--- src/common/cache_macros.svh ---
`ifndef CACHE_MACROS_SVH
`define CACHE_MACROS_SVH

// CPU data word and word address
`define CACHE_WORD_W 16
`define CACHE_ADDR_W 8

// Address fields, tag on top, then set index, then word offset
`define CACHE_TAG_W 5
`define CACHE_IDX_BIT 2
`define CACHE_OFFSET_W 2

// Four words make one line
`define CACHE_WORDS_PER_LINE 4

// Main memory
`define CACHE_MEM_LATENCY 6
`define CACHE_MEM_DEPTH 256

`endif

--- src/common/cache_pkg.sv ---
`default_nettype none

`include "cache_macros.svh"

package cache_pkg;

    // Basic CPU-side types
    typedef logic [`CACHE_WORD_W-1:0] word_t;
    typedef logic [`CACHE_ADDR_W-1:0] addr_t;

    // Address fields
    typedef logic [`CACHE_TAG_W-1:0] tag_t;
    typedef logic [`CACHE_OFFSET_W-1:0] offset_t;

    // One cache line, seen whole or as words (word 0 in the low bits)
    typedef union packed {
        logic [`CACHE_WORDS_PER_LINE*`CACHE_WORD_W-1:0] flat;
        word_t [`CACHE_WORDS_PER_LINE-1:0]              words;
    } line_u;

    // Controller states
    typedef enum logic [2:0] {
        st_idle,
        st_lookup,
        st_refill,
        st_wr_miss,
        st_idle_wp
    } ctrl_state_e;

endpackage

`default_nettype wire

--- src/cache/cache_ctrl.sv ---
`default_nettype none

`include "cache_macros.svh"

module cache_ctrl (
    input  wire logic             clk,
    input  wire logic             i_reset,
    input  wire logic             i_read,
    input  wire logic             i_write,
    input  cache_pkg::addr_t      i_addr,
    input  cache_pkg::word_t      i_wdata,
    output logic                  o_ready,
    output logic                  o_rvalid,
    output cache_pkg::word_t      o_rdata,
    output cache_pkg::addr_t      o_lookup_addr,
    input  wire logic             i_hit,
    input  cache_pkg::word_t      i_hit_word,
    output logic                  o_fill,
    output cache_pkg::line_u      o_fill_line,
    output logic                  o_update,
    output cache_pkg::word_t      o_update_data,
    output logic                  o_touch,
    output logic                  o_mem_rd,
    output logic                  o_mem_wr,
    output cache_pkg::addr_t      o_mem_addr,
    output cache_pkg::word_t      o_mem_wdata,
    input  wire logic             i_mem_done,
    input  cache_pkg::line_u      i_mem_rline
);
    import cache_pkg::*;

    ctrl_state_e state;
    logic        wr_pending;
    addr_t       req_addr;
    word_t       req_wdata;
    logic        req_write;
    offset_t     req_off;
    logic        accept;
    logic        wait_wr;
    logic        need_mem;
    logic        lookup_done;
    logic        refill_done;

    assign o_ready = (state == st_idle) || (state == st_idle_wp);
    assign accept  = o_ready && (i_read || i_write);
    assign req_off = req_addr[`CACHE_OFFSET_W-1:0];

    // A write-through still in flight blocks anything that needs memory
    assign wait_wr     = wr_pending && !i_mem_done;
    assign need_mem    = req_write || !i_hit;
    assign lookup_done = (state == st_lookup) && !(need_mem && wait_wr);
    assign refill_done = (state == st_refill) && i_mem_done;

    assign o_lookup_addr = req_addr;
    assign o_touch       = lookup_done && !req_write && i_hit;
    assign o_update      = lookup_done && req_write && i_hit;
    assign o_update_data = req_wdata;
    assign o_fill        = refill_done;
    assign o_fill_line   = i_mem_rline;
    assign o_mem_wdata   = req_wdata;

    // Reads fetch the aligned line, writes go to the single word
    assign o_mem_addr = req_write ? req_addr :
        {req_addr[`CACHE_ADDR_W-1:`CACHE_OFFSET_W], {`CACHE_OFFSET_W{1'b0}}};

    always_ff @(posedge clk) begin
        if (i_reset) begin
            state      <= st_idle;
            wr_pending <= 1'b0;
            o_rvalid   <= 1'b0;
            o_mem_rd   <= 1'b0;
            o_mem_wr   <= 1'b0;
        end else begin
            o_rvalid <= 1'b0;
            o_mem_rd <= 1'b0;
            o_mem_wr <= 1'b0;
            if (wr_pending && i_mem_done) begin
                wr_pending <= 1'b0;
            end
            case (state)
                st_idle, st_idle_wp: begin
                    if (accept) begin
                        state <= st_lookup;
                    end else if (state == st_idle_wp && i_mem_done) begin
                        state <= st_idle;
                    end
                end
                st_lookup: begin
                    if (lookup_done) begin
                        if (!req_write && i_hit) begin
                            o_rvalid <= 1'b1;
                            state    <= wait_wr ? st_idle_wp : st_idle;
                        end else if (!req_write) begin
                            o_mem_rd <= 1'b1;
                            state    <= st_refill;
                        end else if (i_hit) begin
                            // CPU goes on while memory takes the word
                            o_mem_wr   <= 1'b1;
                            wr_pending <= 1'b1;
                            state      <= st_idle_wp;
                        end else begin
                            o_mem_wr <= 1'b1;
                            state    <= st_wr_miss;
                        end
                    end
                end
                st_refill: begin
                    if (i_mem_done) begin
                        o_rvalid <= 1'b1;
                        state    <= st_idle;
                    end
                end
                st_wr_miss: begin
                    if (i_mem_done) begin
                        state <= st_idle;
                    end
                end
                default: state <= st_idle;
            endcase
        end
    end

    always_ff @(posedge clk) begin
        if (accept) begin
            req_addr  <= i_addr;
            req_wdata <= i_wdata;
            req_write <= i_write;
        end
        if (lookup_done && !req_write) begin
            o_rdata <= i_hit_word;
        end else if (refill_done) begin
            o_rdata <= i_mem_rline.words[req_off];
        end
    end

    a_single_strobe: assert property (@(posedge clk) disable iff (i_reset)
        !(i_read && i_write));
    a_strobe_when_ready: assert property (@(posedge clk) disable iff (i_reset)
        !o_ready |-> !(i_read || i_write));
    a_rvalid_pulse: assert property (@(posedge clk) disable iff (i_reset)
        o_rvalid |=> !o_rvalid);

endmodule

`default_nettype wire

--- config.mk ---
export PLATFORM = sky130hd
export DESIGN_NAME = cache_ctrl
export DESIGN_NICKNAME = d
export VERILOG_FILES = /design/src/common/cache_pkg.sv /design/src/cache/cache_ctrl.sv
export VERILOG_INCLUDE_DIRS = /design/src /design/src/common
export SDC_FILE = /design/constraint.sdc
export NUM_CORES = 1
export LEC_CHECK = 0
export BUFFER_PORTS_ARGS = -buffer_cell sky130_fd_sc_hd__clkbuf_2
export CAP_MARGIN = 20
export CORE_MARGIN = 5
export CORE_UTILIZATION = 39
export CTS_CLUSTER_SIZE = 14
export DETAILED_ROUTE_END_ITERATION = 10
export GPL_ROUTABILITY_DRIVEN = 1
export GPL_TIMING_DRIVEN = 0
export PLACE_DENSITY = 0.81
export SYNTH_ARGS = -nofsm -noshare
export SYNTH_HDL_FRONTEND = slang
export SYNTH_SLANG_ARGS = --single-unit
export TNS_END_PERCENT = 10
--- constraint.sdc ---
create_clock -name clk -period 2.55 [get_ports clk]
set_input_delay 0.51 -clock clk [delete_from_list [all_inputs] [get_ports clk]]
set_output_delay 0.51 -clock clk [all_outputs]
set_load 0.1 [all_outputs]
# Word-level counts from Yosys, hierarchy flattened
# Index checks and enable logic that the tools add are counted.
[word_totals]
mem_count = 0
inputBits = 110
regBits = 48
rom_bits = 0
ramBits = 0
latchBits = 0
output_inout_bits = 135
[op_classes]
addsub = 0
bitwise = 2
eq_ne = 7
n_mux = 26
n_mul = 0
magnitude_cmp = 1
reduce_logical = 25
n_div = 0
shifts = 0
[ops]
columns = ["cell", "count"]
rows = [
  ["two-way mux 16 bit", 3],
  ["binary-select mux 16 bit (select 2 bit)", 1],
  ["two-way mux 3 bit", 8],
  ["logical AND 1 bit", 12],
  ["two-way mux 1 bit", 11],
  ["one-hot mux 3 bit (3 select lines)", 1],
  ["equality test 3 x 2 -> 1 bit, second input constant", 2],
  ["zero test 1 bit", 4],
  ["OR reduction 2 bit", 2],
  ["OR reduction 4 bit", 1],
  ["equality test 3 x 1 -> 1 bit, second input constant", 1],
  ["equality test 3 bit, second input constant", 1],
  ["zero test 3 bit", 1],
  ["logical OR 1 bit", 3],
  ["< comparator 2 x 3 -> 1 bit, second input constant", 1],
  ["!= test 3 bit, second input constant", 1],
  ["AND reduction 3 bit", 1],
  ["two-way mux 2 bit", 1],
  ["!= test 2 x 1 -> 1 bit, second input constant", 1],
  ["!= test 2 bit, second input constant", 1],
  ["NOT 1 bit", 2],
  ["one-hot mux 1 bit (2 select lines)", 1],
  ["nonzero test 2 bit", 1],
]

# Logic depth before layout (Yosys ltp)
# Gate-level depths: netlist of run 1.
[logic_depth]
ltp_word = 7
mapped_depth = 5
depth_no_buf = 4

# Least setup slack after synthesis of run 1
# No wires, ideal clock.
[synth_timing]
path_type = "flip-flop to flip-flop"
startpoint = "reg state[1]"
endpoint = "reg req_addr[0] (netlist: o_lookup_addr[0]), enable pin"
n_path_buf = 1
arrival_ps = 2530
required_time_ps = 2166
setup_ps = 384
setup_slack_ps = -364
synth_period_minus_slack_ps = 2914
path_stages_with_launch = 4
path_cell_list = "dfxtp_1 > buf_4 > nor2_1 > o21a_1"
[synth_between]
elab_chain_cells = 3
elab_cells_between_ends = 4
classes_between = "eq/ne: 1; reduce/logical: 3"
[synth_lines]
columns = ["item", "line", "text"]
rows = [
  ["start: declaration", "cache_ctrl.sv:32", "ctrl_state_e state;"],
  ["start signal: assignment", "cache_ctrl.sv:68", "state <= st_idle;"],
  ["start signal: assignment", "cache_ctrl.sv:83", "state <= st_lookup;"],
  ["start signal: assignment", "cache_ctrl.sv:85", "state <= st_idle;"],
  ["equality test 3 bit or zero test 3 bit (tied branches)", "cache_ctrl.sv:44", "assign o_ready = (state == st_idle) || (state == st_idle_wp);"],
  ["logical OR 1 bit *", "cache_ctrl.sv:44", ""],
  ["via o_ready", "cache_ctrl.sv:12", "output logic o_ready,"],
  ["logical AND 1 bit *", "cache_ctrl.sv:45", "assign accept = o_ready && (i_read || i_write);"],
  ["via accept", "cache_ctrl.sv:38", "logic accept;"],
  ["end signal: assignment", "cache_ctrl.sv:125", "req_addr <= i_addr;"],
  ["end: declaration", "cache_ctrl.sv:34", "addr_t req_addr;"],
]
# The timed path passes the listed nets; every way through them passes the cells marked *.
# A chain may end at the register's enable or synchronous reset.

# Final worst setup path of run 1
[layout_timing]
startpoint = "reg state[0]"
endpoint = "out o_touch"
[layout_between]
elab_chain_cells = 4
[layout_lines]
columns = ["item", "line", "text"]
rows = [
  ["equality test 3 x 1 -> 1 bit", "cache_ctrl.sv:51", "assign lookup_done = (state == st_lookup) && !(need_mem && wait_wr);"],
  ["logical AND 1 bit", "cache_ctrl.sv:51", ""],
  ["logical AND 1 bit (2 in a row)", "cache_ctrl.sv:55", "assign o_touch = lookup_done && !req_write && i_hit;"],
  ["end: declaration", "cache_ctrl.sv:22", "output logic o_touch,"],
]
# No other way between the ends.

==> run summary, run 1 <==
YOSYS
--------------------------------------------------------------------------------
Post-Synthesis Cells ..............................................          214
Number of flops mapped to enable cells by yosys ...................           41
Largest area contributor in the synthesized netlist ............... sky130_fd_sc_hd__edfxtp_1
Area share of the leading cell type in the synthesized netlist ....        41.7%
Most numerous cell in the Yosys netlist ........................... sky130_fd_sc_hd__buf_4
Fraction of registers with async set or reset after synthesis .....           0%
Leading post-synthesis cells by instance count .................... sky130_fd_sc_hd__buf_4, sky130_fd_sc_hd__edfxtp_1, sky130_fd_sc_hd__mux4_2
Synthesis-stage register bit count ................................           48
Post-Synthesis Mean Instance Area .................................   13.8 sq um
Share of synthesized area occupied by flip-flops and latches ......        46.5%
Combined area of all synthesized cells ............................   2950 sq um
Largest cells by area after synthesis ............................. sky130_fd_sc_hd__edfxtp_1, sky130_fd_sc_hd__buf_4, sky130_fd_sc_hd__mux4_2
Distinct cells, synth .............................................           32
Yosys warning count ...............................................            0
Synthesized net count .............................................          324
Top flip-flop cell by instance count after synthesis .............. sky130_fd_sc_hd__edfxtp_1

FLOORPLAN
--------------------------------------------------------------------------------
Initial Util ......................................................        40.4%
Overall die width .................................................      97.0 um
Count of pins on the block boundary ...............................          245
Die Area ..........................................................   9400 sq um
FP Rows ...........................................................           31
Core box area .....................................................   7290 sq um
Die extent in y ...................................................      97.0 um

WORST SETUP PATH
--------------------------------------------------------------------------------
Path type of the worst setup path .................................   reg -> out
Start point of the critical path ..................................     state[0]
Crit Reg-Reg Endpoint .............................................   o_rdata[5]
Capturing element of the worst setup path .........................      o_touch
Arr. time, crit path ..............................................      1.90 ns
Depth of the worst register-to-register path ......................            4
Slack of the worst reg-to-reg path ................................      0.33 ns
Launching element type of the critical path .......................    flip-flop
Worst path required time ..........................................      2.04 ns
CP max FO .........................................................            7
Launching point of the worst reg2reg path .........................     state[0]
Crit path capture type ............................................  output port

POWER AND IR DROP
--------------------------------------------------------------------------------
Cell leakage power ................................................      2.34 nW
PwrDens ...........................................................  898 nW/um^2
Worst IR drop on VDD ..............................................     0.248 mV

GLOBAL ROUTING
--------------------------------------------------------------------------------
Number of antenna violations at the first check in global routing .            0
Wire length of the first global-routing pass ......................     13500 um
Total gr overflow .................................................            0
Global-route usage over all layers ................................        17.9%
Number of global-route vias before repair .........................         2696
Maximum number of pins on one net before global-route repair ......           27

STA
--------------------------------------------------------------------------------
Slew at the pin with the worst max-slew slack .....................     0.787 ns
Final Hold Vio Count ..............................................            0
RSZ-0062 raised after global routing ..............................           no
Highest attainable clock frequency ................................      415 MHz
Minimum period implied by the final worst setup slack .............      2.41 ns
Clock skew after layout ...........................................    0.0117 ns
Headroom to the max-slew limit ....................................        47.4%
Period utilisation layout .........................................        94.5%
Final count of pins violating max slew ............................            0
Count of final setup violators ....................................            0

ROUTING
--------------------------------------------------------------------------------
Remaining antenna violation count .................................            0
Total via count after detailed routing ............................         2512
Number of design rule violations left after detail routing ........            0
Mean number of vias per cell ......................................         4.45
Initial DRC Count .................................................           44
Total Routed Length ...............................................      8770 um
Wire per inst .....................................................      15.6 um
1st-pass router iterations ........................................            4

CTS
--------------------------------------------------------------------------------
Clock Tree Root ................................................... sky130_fd_sc_hd__clkbuf_8
TritonCTS Sinks ...................................................           48
Clk Latency, worst-skew pair ......................................      0.30 ns
Clock slew at reported path FFs ...................................      0.10 ns
Maximum clock path buffer count ...................................            2
Cts bufs inserted .................................................            5
H-tree lvl count ..................................................            2
CTS Hold Bufs .....................................................            0
TritonCTS clock tree ..............................................        built

PLACED DESIGN
--------------------------------------------------------------------------------
Count of buffers inserted at the top-level ports ..................          243
RD Place Congestion ...............................................        0.834
Standard cell area after detailed placement .......................   4290 sq um
Detailed-placement wirelength estimate ............................      7590 um

FINISH
--------------------------------------------------------------------------------
Final Cell Area ...................................................   4440 sq um
Growth of design area from synthesis to finish ....................        50.4%
Filler cells ......................................................          608
Antenna fix cells .................................................            0
Sequential standard cell area .....................................   1370 sq um
Final #Nets .......................................................          574
Multi-input logic area ............................................    870 sq um
Finished Core Util ................................................        60.8%
Fraction of final layout cells sized beyond drive strength 1 ......        80.4%

HOLD PATH
--------------------------------------------------------------------------------
Path type of the worst min-delay path .............................    in -> reg

OUTCOME
--------------------------------------------------------------------------------
Outcome ........................................................... complete, no violations

FLOW RUN
--------------------------------------------------------------------------------
Max Cap Viol ......................................................            0

[through the flow]
step	setup slack (ns)	setup TNS (ns)	power (mW)	cells	hold slack [ns]
after floorplan	-0.229	-0.307	3.06	214	0.505
after global placement	0.0680	0	3.40	556	0.520
after detailed placement	0.122	0	3.43	556	0.531
after CTS	0.0187	0	4.00	564	0.370
after global routing	0.0284	0	4.13	564	0.369
final	0.141	0	3.98	564	0.381
[worst min path at each step]
stage	from	to	slack, ns	cells past startpoint
finish	i_wdata[5]	o_mem_wdata[5]	0.38	1
floorplan	wr_pending	wr_pending	0.51	2
global route	i_wdata[7]	o_mem_wdata[7]	0.37	1
global placement	wr_pending	wr_pending	0.52	2
detailed placement	wr_pending	wr_pending	0.53	2
CTS	i_wdata[5]	o_mem_wdata[5]	0.37	1
[cells in the final DEF (no fill, tap or decap), drive strengths merged]
cell	n
o21bai	1
o221ai	1
mux4	16
or3b	2
and2	3
a211oi	1
o31a	1
nand4bb	1
buf	95
bufinv	1
a2111o	1
mux2	16
nand2b	4
o21a	2
nor3b	1
clkbuf	247
nor2	4
nand2	6
nor2b	2
inv	3
a21oi	3
mux2i	1
edfxtp	41
clkinv	1
dfxtp	7
nor3	3
o211ai	1
[critical path, cell delays in order, from the launching register on]
cell	delay, ns
sky130_fd_sc_hd__dfxtp_1	0.48
sky130_fd_sc_hd__nor3b_4	0.33
sky130_fd_sc_hd__and2_1	0.22
sky130_fd_sc_hd__nand2_1	0.09
sky130_fd_sc_hd__inv_1	0.06
sky130_fd_sc_hd__buf_2	0.42
[state kept, by name (all words and copies together) (netlist names)]
register / flops
o_mem_rd: 1
o_lookup_addr: 8
state: 3
wr_pending: 1
o_rvalid: 1
o_mem_wr: 1
o_mem_wdata: 16
o_rdata: 16
req_write: 1
[report_power, final]
| part | switching (mW) | internal, mW |
|---|---|---|
| clock | 0.248 | 0.321 |
| sequential | 0.0596 | 1.00 |
| combinational | 1.84 | 0.515 |
| total | 2.15 | 1.84 |
[timing repair]
item	in CTS	in global routing
setup buffers	0	0
endpoints found under the setup margin	0	2
resized for setup	0	2
[layer usage]
layer / GRT usage (%) / wire [um] / part of all wire (%) / vias up
li1: - / - / - / 1197
met1: 18.4 / 3020 / 34 / 1155
met2: 34.5 / 4810 / 55 / 149
met3: 5.47 / 820 / 9.3 / 11
met4: 4.97 / 121 / 1.4 / 0
met5: 0 / 0 / 0 / -
[area by class of cell]
class / count / area share [%]
plain buffers: 92 / 15.7
clock buffers: 6 / 1.86
clock inverters: 2 / 0.874
inverters: 3 / 0.254
multi-input cells: 70 / 19.6
flip-flops and latches: 48 / 30.9
well taps: 99 / 2.79
repair buffers: 244 / 28.0
[logic make-up after synthesis]
family	after synthesis	synth area share, %
AO/OA/AOI/OAI	11	3.27
buffers and inverters	96	24.1
flip-flops	48	46.5
multiplexers	33	20.6
AND/OR/NAND/NOR	26	5.56
Power figures use the tool's default switching activity.
==> run 2, diff against run 1 <==
--- a/config.mk
+++ b/config.mk
@@ -9,12 +9,12 @@
 export BUFFER_PORTS_ARGS = -buffer_cell sky130_fd_sc_hd__clkbuf_2
 export CAP_MARGIN = 20
 export CORE_MARGIN = 5
-export CORE_UTILIZATION = 39
+export CORE_UTILIZATION = 40
 export CTS_CLUSTER_SIZE = 14
 export DETAILED_ROUTE_END_ITERATION = 10
 export GPL_ROUTABILITY_DRIVEN = 1
 export GPL_TIMING_DRIVEN = 0
-export PLACE_DENSITY = 0.81
+export PLACE_DENSITY = 0.83
 export SYNTH_ARGS = -nofsm -noshare
 export SYNTH_HDL_FRONTEND = slang
 export SYNTH_SLANG_ARGS = --single-unit
==> constraint.sdc (replaced) <==
create_clock -name clk -period 3 [get_ports clk]
set_input_delay 0.6 -clock clk [delete_from_list [all_inputs] [get_ports clk]]
set_output_delay 0.6 -clock clk [all_outputs]
set_load 0.1 [all_outputs]
==> run 2 against run 1 <==
Via count is 0.16% higher. Die area down 2.2%. Register-to-register slack gained 0.51 ns. Clock skew is 0.0088 ns lower. Highest routed layer unchanged. Critical path type unchanged. Worst setup slack improved by 0.26 ns. Largest power group unchanged. Final cell count is 0.18% higher. Flip-flop and latch count stayed put.
==> run summary, run 2 (synthesis gave the netlist of run 1 again) <==
ROUTING
--------------------------------------------------------------------------------
1st-pass router iterations ........................................            4
Initial DRC Count .................................................           49
Total Routed Length ...............................................      8570 um
Wire per inst .....................................................      15.2 um
Number of design rule violations left after detail routing ........            0
Total via count after detailed routing ............................         2516
Mean number of vias per cell ......................................         4.45
Remaining antenna violation count .................................            0

GLOBAL ROUTING
--------------------------------------------------------------------------------
Number of global-route vias before repair .........................         2614
Global-route usage over all layers ................................        17.6%
Number of antenna violations at the first check in global routing .            0
Wire length of the first global-routing pass ......................     12400 um
Maximum number of pins on one net before global-route repair ......           27
Total gr overflow .................................................            0

PLACED DESIGN
--------------------------------------------------------------------------------
Count of buffers inserted at the top-level ports ..................          243
Standard cell area after detailed placement .......................   4290 sq um
RD Place Congestion ...............................................        0.779
Detailed-placement wirelength estimate ............................      7460 um

STA
--------------------------------------------------------------------------------
Headroom to the max-slew limit ....................................        49.9%
Minimum period implied by the final worst setup slack .............      2.60 ns
Highest attainable clock frequency ................................      385 MHz
Slew at the pin with the worst max-slew slack .....................     0.750 ns
Period utilisation layout .........................................        86.6%
RSZ-0062 raised after global routing ..............................           no
Post-route setup TNS ..............................................         0 ns
Count of final setup violators ....................................            0
Clock skew after layout ...........................................   0.00290 ns
Final Hold Vio Count ..............................................            0
Final count of pins violating max slew ............................            0

POWER AND IR DROP
--------------------------------------------------------------------------------
Fraction of power spent switching nets ............................        55.3%
PwrDens ...........................................................  748 nW/um^2
Worst IR drop on VDD ..............................................     0.256 mV
Int Pwr ...........................................................      1.48 mW
Overall power consumption .........................................      3.30 mW
Register share of total power .....................................        27.2%
Logic gate share of total power ...................................        60.7%
Switching pwr .....................................................      1.82 mW
Clock Power Share .................................................        12.1%
Cell leakage power ................................................      2.32 nW

CTS
--------------------------------------------------------------------------------
Clk Latency, worst-skew pair ......................................      0.29 ns
TritonCTS clock tree ..............................................        built
H-tree lvl count ..................................................            2
CTS Hold Bufs .....................................................            0
Post-CTS setup buffers ............................................            0
TritonCTS Sinks ...................................................           48
Cts bufs inserted .................................................            5
Maximum clock path buffer count ...................................            2
Clock Tree Root ................................................... sky130_fd_sc_hd__clkbuf_8
Clock slew at reported path FFs ...................................      0.09 ns
Post-CTS resize count .............................................            0

HOLD PATH
--------------------------------------------------------------------------------
Worst hold path depth .............................................            1
End of the worst hold path ........................................ o_mem_wdata[5]
Hold path start ...................................................   i_wdata[5]
Path type of the worst min-delay path .............................    in -> reg

FINISH
--------------------------------------------------------------------------------
Final Cell Area ...................................................   4410 sq um
Most frequent cells in the layout ................................. sky130_fd_sc_hd__clkbuf_2, sky130_fd_sc_hd__buf_4, sky130_fd_sc_hd__edfxtp_1, sky130_fd_sc_hd__mux4_2
Most common cell after layout, fill and taps aside ................ sky130_fd_sc_hd__clkbuf_2
Fraction of final layout cells sized beyond drive strength 1 ......        80.0%
Growth of design area from synthesis to finish ....................        49.7%
Antenna fix cells .................................................            0
Finished Core Util ................................................        61.2%
Final #Nets .......................................................          575

WORST SETUP PATH
--------------------------------------------------------------------------------
Critical Path Slowest Stage Cell .................................. sky130_fd_sc_hd__clkbuf_2
Launching point of the worst reg2reg path .........................     state[0]
Arr. time, crit path ..............................................      2.00 ns
Delay of the slowest cell on the worst path .......................      0.45 ns
Depth of the worst register-to-register path ......................            4
Slack of the worst reg-to-reg path ................................      0.84 ns
Worst path required time ..........................................      2.40 ns
Path type of the worst setup path .................................   reg -> out
Crit Reg-Reg Endpoint .............................................   o_rdata[2]
Crit path capture type ............................................  output port
Launching element type of the critical path .......................    flip-flop
Cell Chain, Critical Path ......................................... clkbuf_1 > buf_2 > and2_1 > clkbuf_2
CP max FO .........................................................           10

FLOORPLAN
--------------------------------------------------------------------------------
Die extent in y ...................................................      95.9 um
Overall die width .................................................      95.9 um
Initial Util ......................................................        40.9%
Core box area .....................................................   7210 sq um
FP Rows ...........................................................           31
Count of pins on the block boundary ...............................          245
Die Area ..........................................................   9190 sq um

OUTCOME
--------------------------------------------------------------------------------
Outcome ........................................................... complete, no violations

FLOW RUN
--------------------------------------------------------------------------------
Max Cap Viol ......................................................            0

==> run 2: cell types whose count changed in the layout (fill, tap and decap cells not counted) <==
| cell | delta |
|---|---|
| sky130_fd_sc_hd__clkinvlp_4 | +2 |
| sky130_fd_sc_hd__clkbuf_1 | +1 |
| sky130_fd_sc_hd__bufinv_16 | -1 |
| sky130_fd_sc_hd__clkbuf_2 | +2 |
| sky130_fd_sc_hd__nor2_1 | +1 |
| sky130_fd_sc_hd__buf_2 | -2 |
| sky130_fd_sc_hd__nor2_2 | -1 |
| sky130_fd_sc_hd__clkinv_4 | -1 |
==> run 2: worst max-delay path by stage <==
stage	start	endpoint	slack, ns
detailed placement	i_mem_done	o_rdata[10]	0.54
finish	o_lookup_addr[1]	o_mem_addr[1]	0.40
global placement	i_mem_done	o_rdata[15]	0.57
floorplan	state[1]	o_lookup_addr[0]	0.09
global route	o_lookup_addr[1]	o_mem_addr[1]	0.28
CTS	o_lookup_addr[1]	o_mem_addr[1]	0.37
==> run 2: layout make-up <==
type	count	area, sq um
fill	580	2800
sequential	48	1370
timing repair buffer	244	1240
multi-input combinational	70	867
buffer	93	699
tap	99	124
clock buffer	6	82.6
clock inverter	2	15.0
inverter	3	11.3
==> run 2: power groups by stage <==
stage	Clock, mW	Combinational (mW)	Sequential (mW)
after floorplan	0	1.12	1.48
after global placement	0	1.98	0.913
after detailed placement	0	2.00	0.916
after CTS	0.412	2.00	0.901
after global routing	0.441	2.07	0.907
final	0.399	2.01	0.897
==> run 2: worst max-delay path: cells and delay by family, from the launching register on <==
family	cells	cell delay (ns)
buffers and inverters	3	1.19
flip-flops	1	0.35
AND/OR/NAND/NOR	1	0.16
==> run 2: stage by stage <==
stage | hold WS [ns] | cells | setup slack [ns]
detailed placement | 0.538 | 556 | 0.542
CTS | 0.465 | 564 | 0.371
global placement | 0.520 | 556 | 0.569
global route | 0.459 | 565 | 0.283
floorplan | 0.503 | 214 | 0.0858
finish | 0.478 | 565 | 0.401
==> run 2: per-layer routing <==
| metal | track usage (%) | routed length, um | up-vias |
|---|---|---|---|
| li1 | - | - | 1196 |
| met1 | 17.6 | 2770 | 1156 |
| met2 | 35.1 | 4740 | 154 |
| met3 | 5.00 | 973 | 10 |
| met4 | 4.27 | 97 | 0 |
| met5 | 0 | 0 | - |
==> run 3, diff against run 2 <==
--- a/config.mk
+++ b/config.mk
@@ -8,13 +8,15 @@
 export LEC_CHECK = 0
 export BUFFER_PORTS_ARGS = -buffer_cell sky130_fd_sc_hd__clkbuf_2
 export CAP_MARGIN = 20
+export CELL_PAD_IN_SITES_DETAIL_PLACEMENT = 0
+export CELL_PAD_IN_SITES_GLOBAL_PLACEMENT = 1
 export CORE_MARGIN = 5
-export CORE_UTILIZATION = 40
+export CORE_UTILIZATION = 30
 export CTS_CLUSTER_SIZE = 14
 export DETAILED_ROUTE_END_ITERATION = 10
 export GPL_ROUTABILITY_DRIVEN = 1
 export GPL_TIMING_DRIVEN = 0
-export PLACE_DENSITY = 0.83
+export PLACE_DENSITY_LB_ADDON = 0.1
 export SYNTH_ARGS = -nofsm -noshare
 export SYNTH_HDL_FRONTEND = slang
 export SYNTH_SLANG_ARGS = --single-unit
==> run 3 against run 2 <==
Core utilization down 15 points. Worst hold slack worse by 0.0028 ns. Cell area grew 0.96%. Sequential power about the same. Worst setup slack improved by 0.032 ns. Maximum frequency up 1.2%. Clock power is essentially flat. Sequential share of layout area is 0.30 points lower. Global-route usage fell by 4.0 points. Largest cell class unchanged.
==> run summary, run 3 (synthesis gave the netlist of run 1 again) <==
PLACED DESIGN
--------------------------------------------------------------------------------
RD Place Congestion ...............................................        0.720
Count of buffers inserted at the top-level ports ..................          243
Standard cell area after detailed placement .......................   4330 sq um
Detailed-placement wirelength estimate ............................      7420 um
Minimum setup slack after placement ...............................     0.531 ns
DP Cell Count .....................................................          590

CTS
--------------------------------------------------------------------------------
Cts bufs inserted .................................................            5
Clock Tree Root ................................................... sky130_fd_sc_hd__clkbuf_8
TritonCTS Sinks ...................................................           48
H-tree lvl count ..................................................            2
Clock slew at reported path FFs ...................................      0.09 ns
Maximum clock path buffer count ...................................            2
CTS Hold Bufs .....................................................            0
Post-CTS setup buffers ............................................            0
TritonCTS clock tree ..............................................        built
Clk Latency, worst-skew pair ......................................      0.30 ns
Post-CTS resize count .............................................            0

STA
--------------------------------------------------------------------------------
Headroom to the max-slew limit ....................................        54.1%
Minimum period implied by the final worst setup slack .............      2.57 ns
Period utilisation layout .........................................        85.6%
Post-route setup TNS ..............................................         0 ns
RSZ-0062 raised after global routing ..............................           no
Highest attainable clock frequency ................................      389 MHz
Slew at the pin with the worst max-slew slack .....................     0.686 ns
Setup WS post-layout ..............................................     0.433 ns
Final count of pins violating max slew ............................            0
Clock skew after layout ...........................................   0.00696 ns
Count of final setup violators ....................................            0
Final Hold Vio Count ..............................................            0

GLOBAL ROUTING
--------------------------------------------------------------------------------
Total gr overflow .................................................            0
Number of antenna violations at the first check in global routing .            0
Number of global-route vias before repair .........................         2503
Global-route usage over all layers ................................        13.6%
Maximum number of pins on one net before global-route repair ......           27
Wire length of the first global-routing pass ......................     12400 um

WORST SETUP PATH
--------------------------------------------------------------------------------
Launching element type of the critical path .......................    flip-flop
Worst path required time ..........................................      2.40 ns
Crit path capture type ............................................  output port
CP max FO .........................................................           10
Arr. time, crit path ..............................................      1.97 ns
Path type of the worst setup path .................................   reg -> out

ROUTING
--------------------------------------------------------------------------------
Number of design rule violations left after detail routing ........            0
1st-pass router iterations ........................................            4
Remaining antenna violation count .................................            0
Wire per inst .....................................................      14.2 um
Total Routed Length ...............................................      8480 um
Mean number of vias per cell ......................................         4.06
Initial DRC Count .................................................           42
Total via count after detailed routing ............................         2433

FLOW RUN
--------------------------------------------------------------------------------
Max Cap Viol ......................................................            0

FLOORPLAN
--------------------------------------------------------------------------------
Core box area .....................................................   9680 sq um
Initial Util ......................................................        30.5%
Die extent in y ...................................................       109 um
Count of pins on the block boundary ...............................          245
Overall die width .................................................       109 um
Die Area ..........................................................  11900 sq um
FP Rows ...........................................................           36

FINISH
--------------------------------------------------------------------------------
Growth of design area from synthesis to finish ....................        51.1%
Fraction of final layout cells sized beyond drive strength 1 ......        80.0%
Antenna fix cells .................................................            0
Most frequent cells in the layout ................................. sky130_fd_sc_hd__clkbuf_2, sky130_fd_sc_hd__buf_4, sky130_fd_sc_hd__edfxtp_1, sky130_fd_sc_hd__mux4_2
Final #Nets .......................................................          575
Finished Core Util ................................................        46.0%
Most common cell after layout, fill and taps aside ................ sky130_fd_sc_hd__clkbuf_2
Finished Layout Cells .............................................          599
Final Cell Area ...................................................   4460 sq um

POWER AND IR DROP
--------------------------------------------------------------------------------
Switching pwr .....................................................      1.82 mW
Fraction of power spent switching nets ............................        55.2%
Worst IR drop on VDD ..............................................     0.281 mV
Cell leakage power ................................................      2.32 nW
Register share of total power .....................................        27.2%
Logic gate share of total power ...................................        60.6%
Clock Power Share .................................................        12.2%
PwrDens ...........................................................  739 nW/um^2
Int Pwr ...........................................................      1.48 mW

OUTCOME
--------------------------------------------------------------------------------
Outcome ........................................................... complete, no violations

HOLD PATH
--------------------------------------------------------------------------------
Path type of the worst min-delay path .............................    in -> reg

[run 3: cell counts in the layout (fill, tap and decap cells not counted)]
Identical to the previous run, type by type.
[run 3: final timing paths]
kind / from / end / slack (ns) / cells after the start
max: o_lookup_addr[1] / o_mem_addr[1] / 0.43 / 4
min: i_wdata[10] / o_mem_wdata[10] / 0.47 / 1
min reg2reg: wr_pending / wr_pending / 0.54 / 2
max reg2reg: state[1] / o_rdata[3] / 0.91 / 5
[run 3: per-stage QoR]
stage / hold slack (ns) / power, mW
after floorplan: 0.503 / 2.60
after global placement: 0.531 / 2.91
after detailed placement: 0.536 / 2.91
after CTS: 0.459 / 3.33
after global routing: 0.445 / 3.43
final: 0.475 / 3.29
[run 3: cell type report]
type                            instances  area, sq um
Inverter                                3         11.3
Buffer                                 93          699
Fill cell                             922         5230
Multi-Input combinational cell         70          867
Clock inverter                          2         15.0
Sequential cell                        48         1370
Timing Repair Buffer                  244         1240
Tap cell                              133          166
Clock buffer                            6         82.6
[run 3: power by group through the flow]
| stage | combinational, mW | clock (mW) | sequential [mW] |
|---|---|---|---|
| after floorplan | 1.12 | 0 | 1.48 |
| after global placement | 1.99 | 0 | 0.915 |
| after detailed placement | 2.00 | 0 | 0.917 |
| after CTS | 2.00 | 0.427 | 0.902 |
| after global routing | 2.07 | 0.455 | 0.910 |
| final | 2.00 | 0.401 | 0.897 |
[run 3: routing by layer]
layer,vias up,global-route usage [%],share of wire (%)
met3,6,4.85,12
met2,159,24.7,51
met1,1075,14.9,35
met4,0,3.79,1.3
li1,1193,-,-
met5,-,0,0
[run 3: critical path, cell delays in order, from the launching register on]
cell,delay (ns)
sky130_fd_sc_hd__edfxtp_1,0.35
sky130_fd_sc_hd__clkbuf_1,0.37
sky130_fd_sc_hd__buf_2,0.33
sky130_fd_sc_hd__and2_1,0.16
sky130_fd_sc_hd__clkbuf_2,0.45
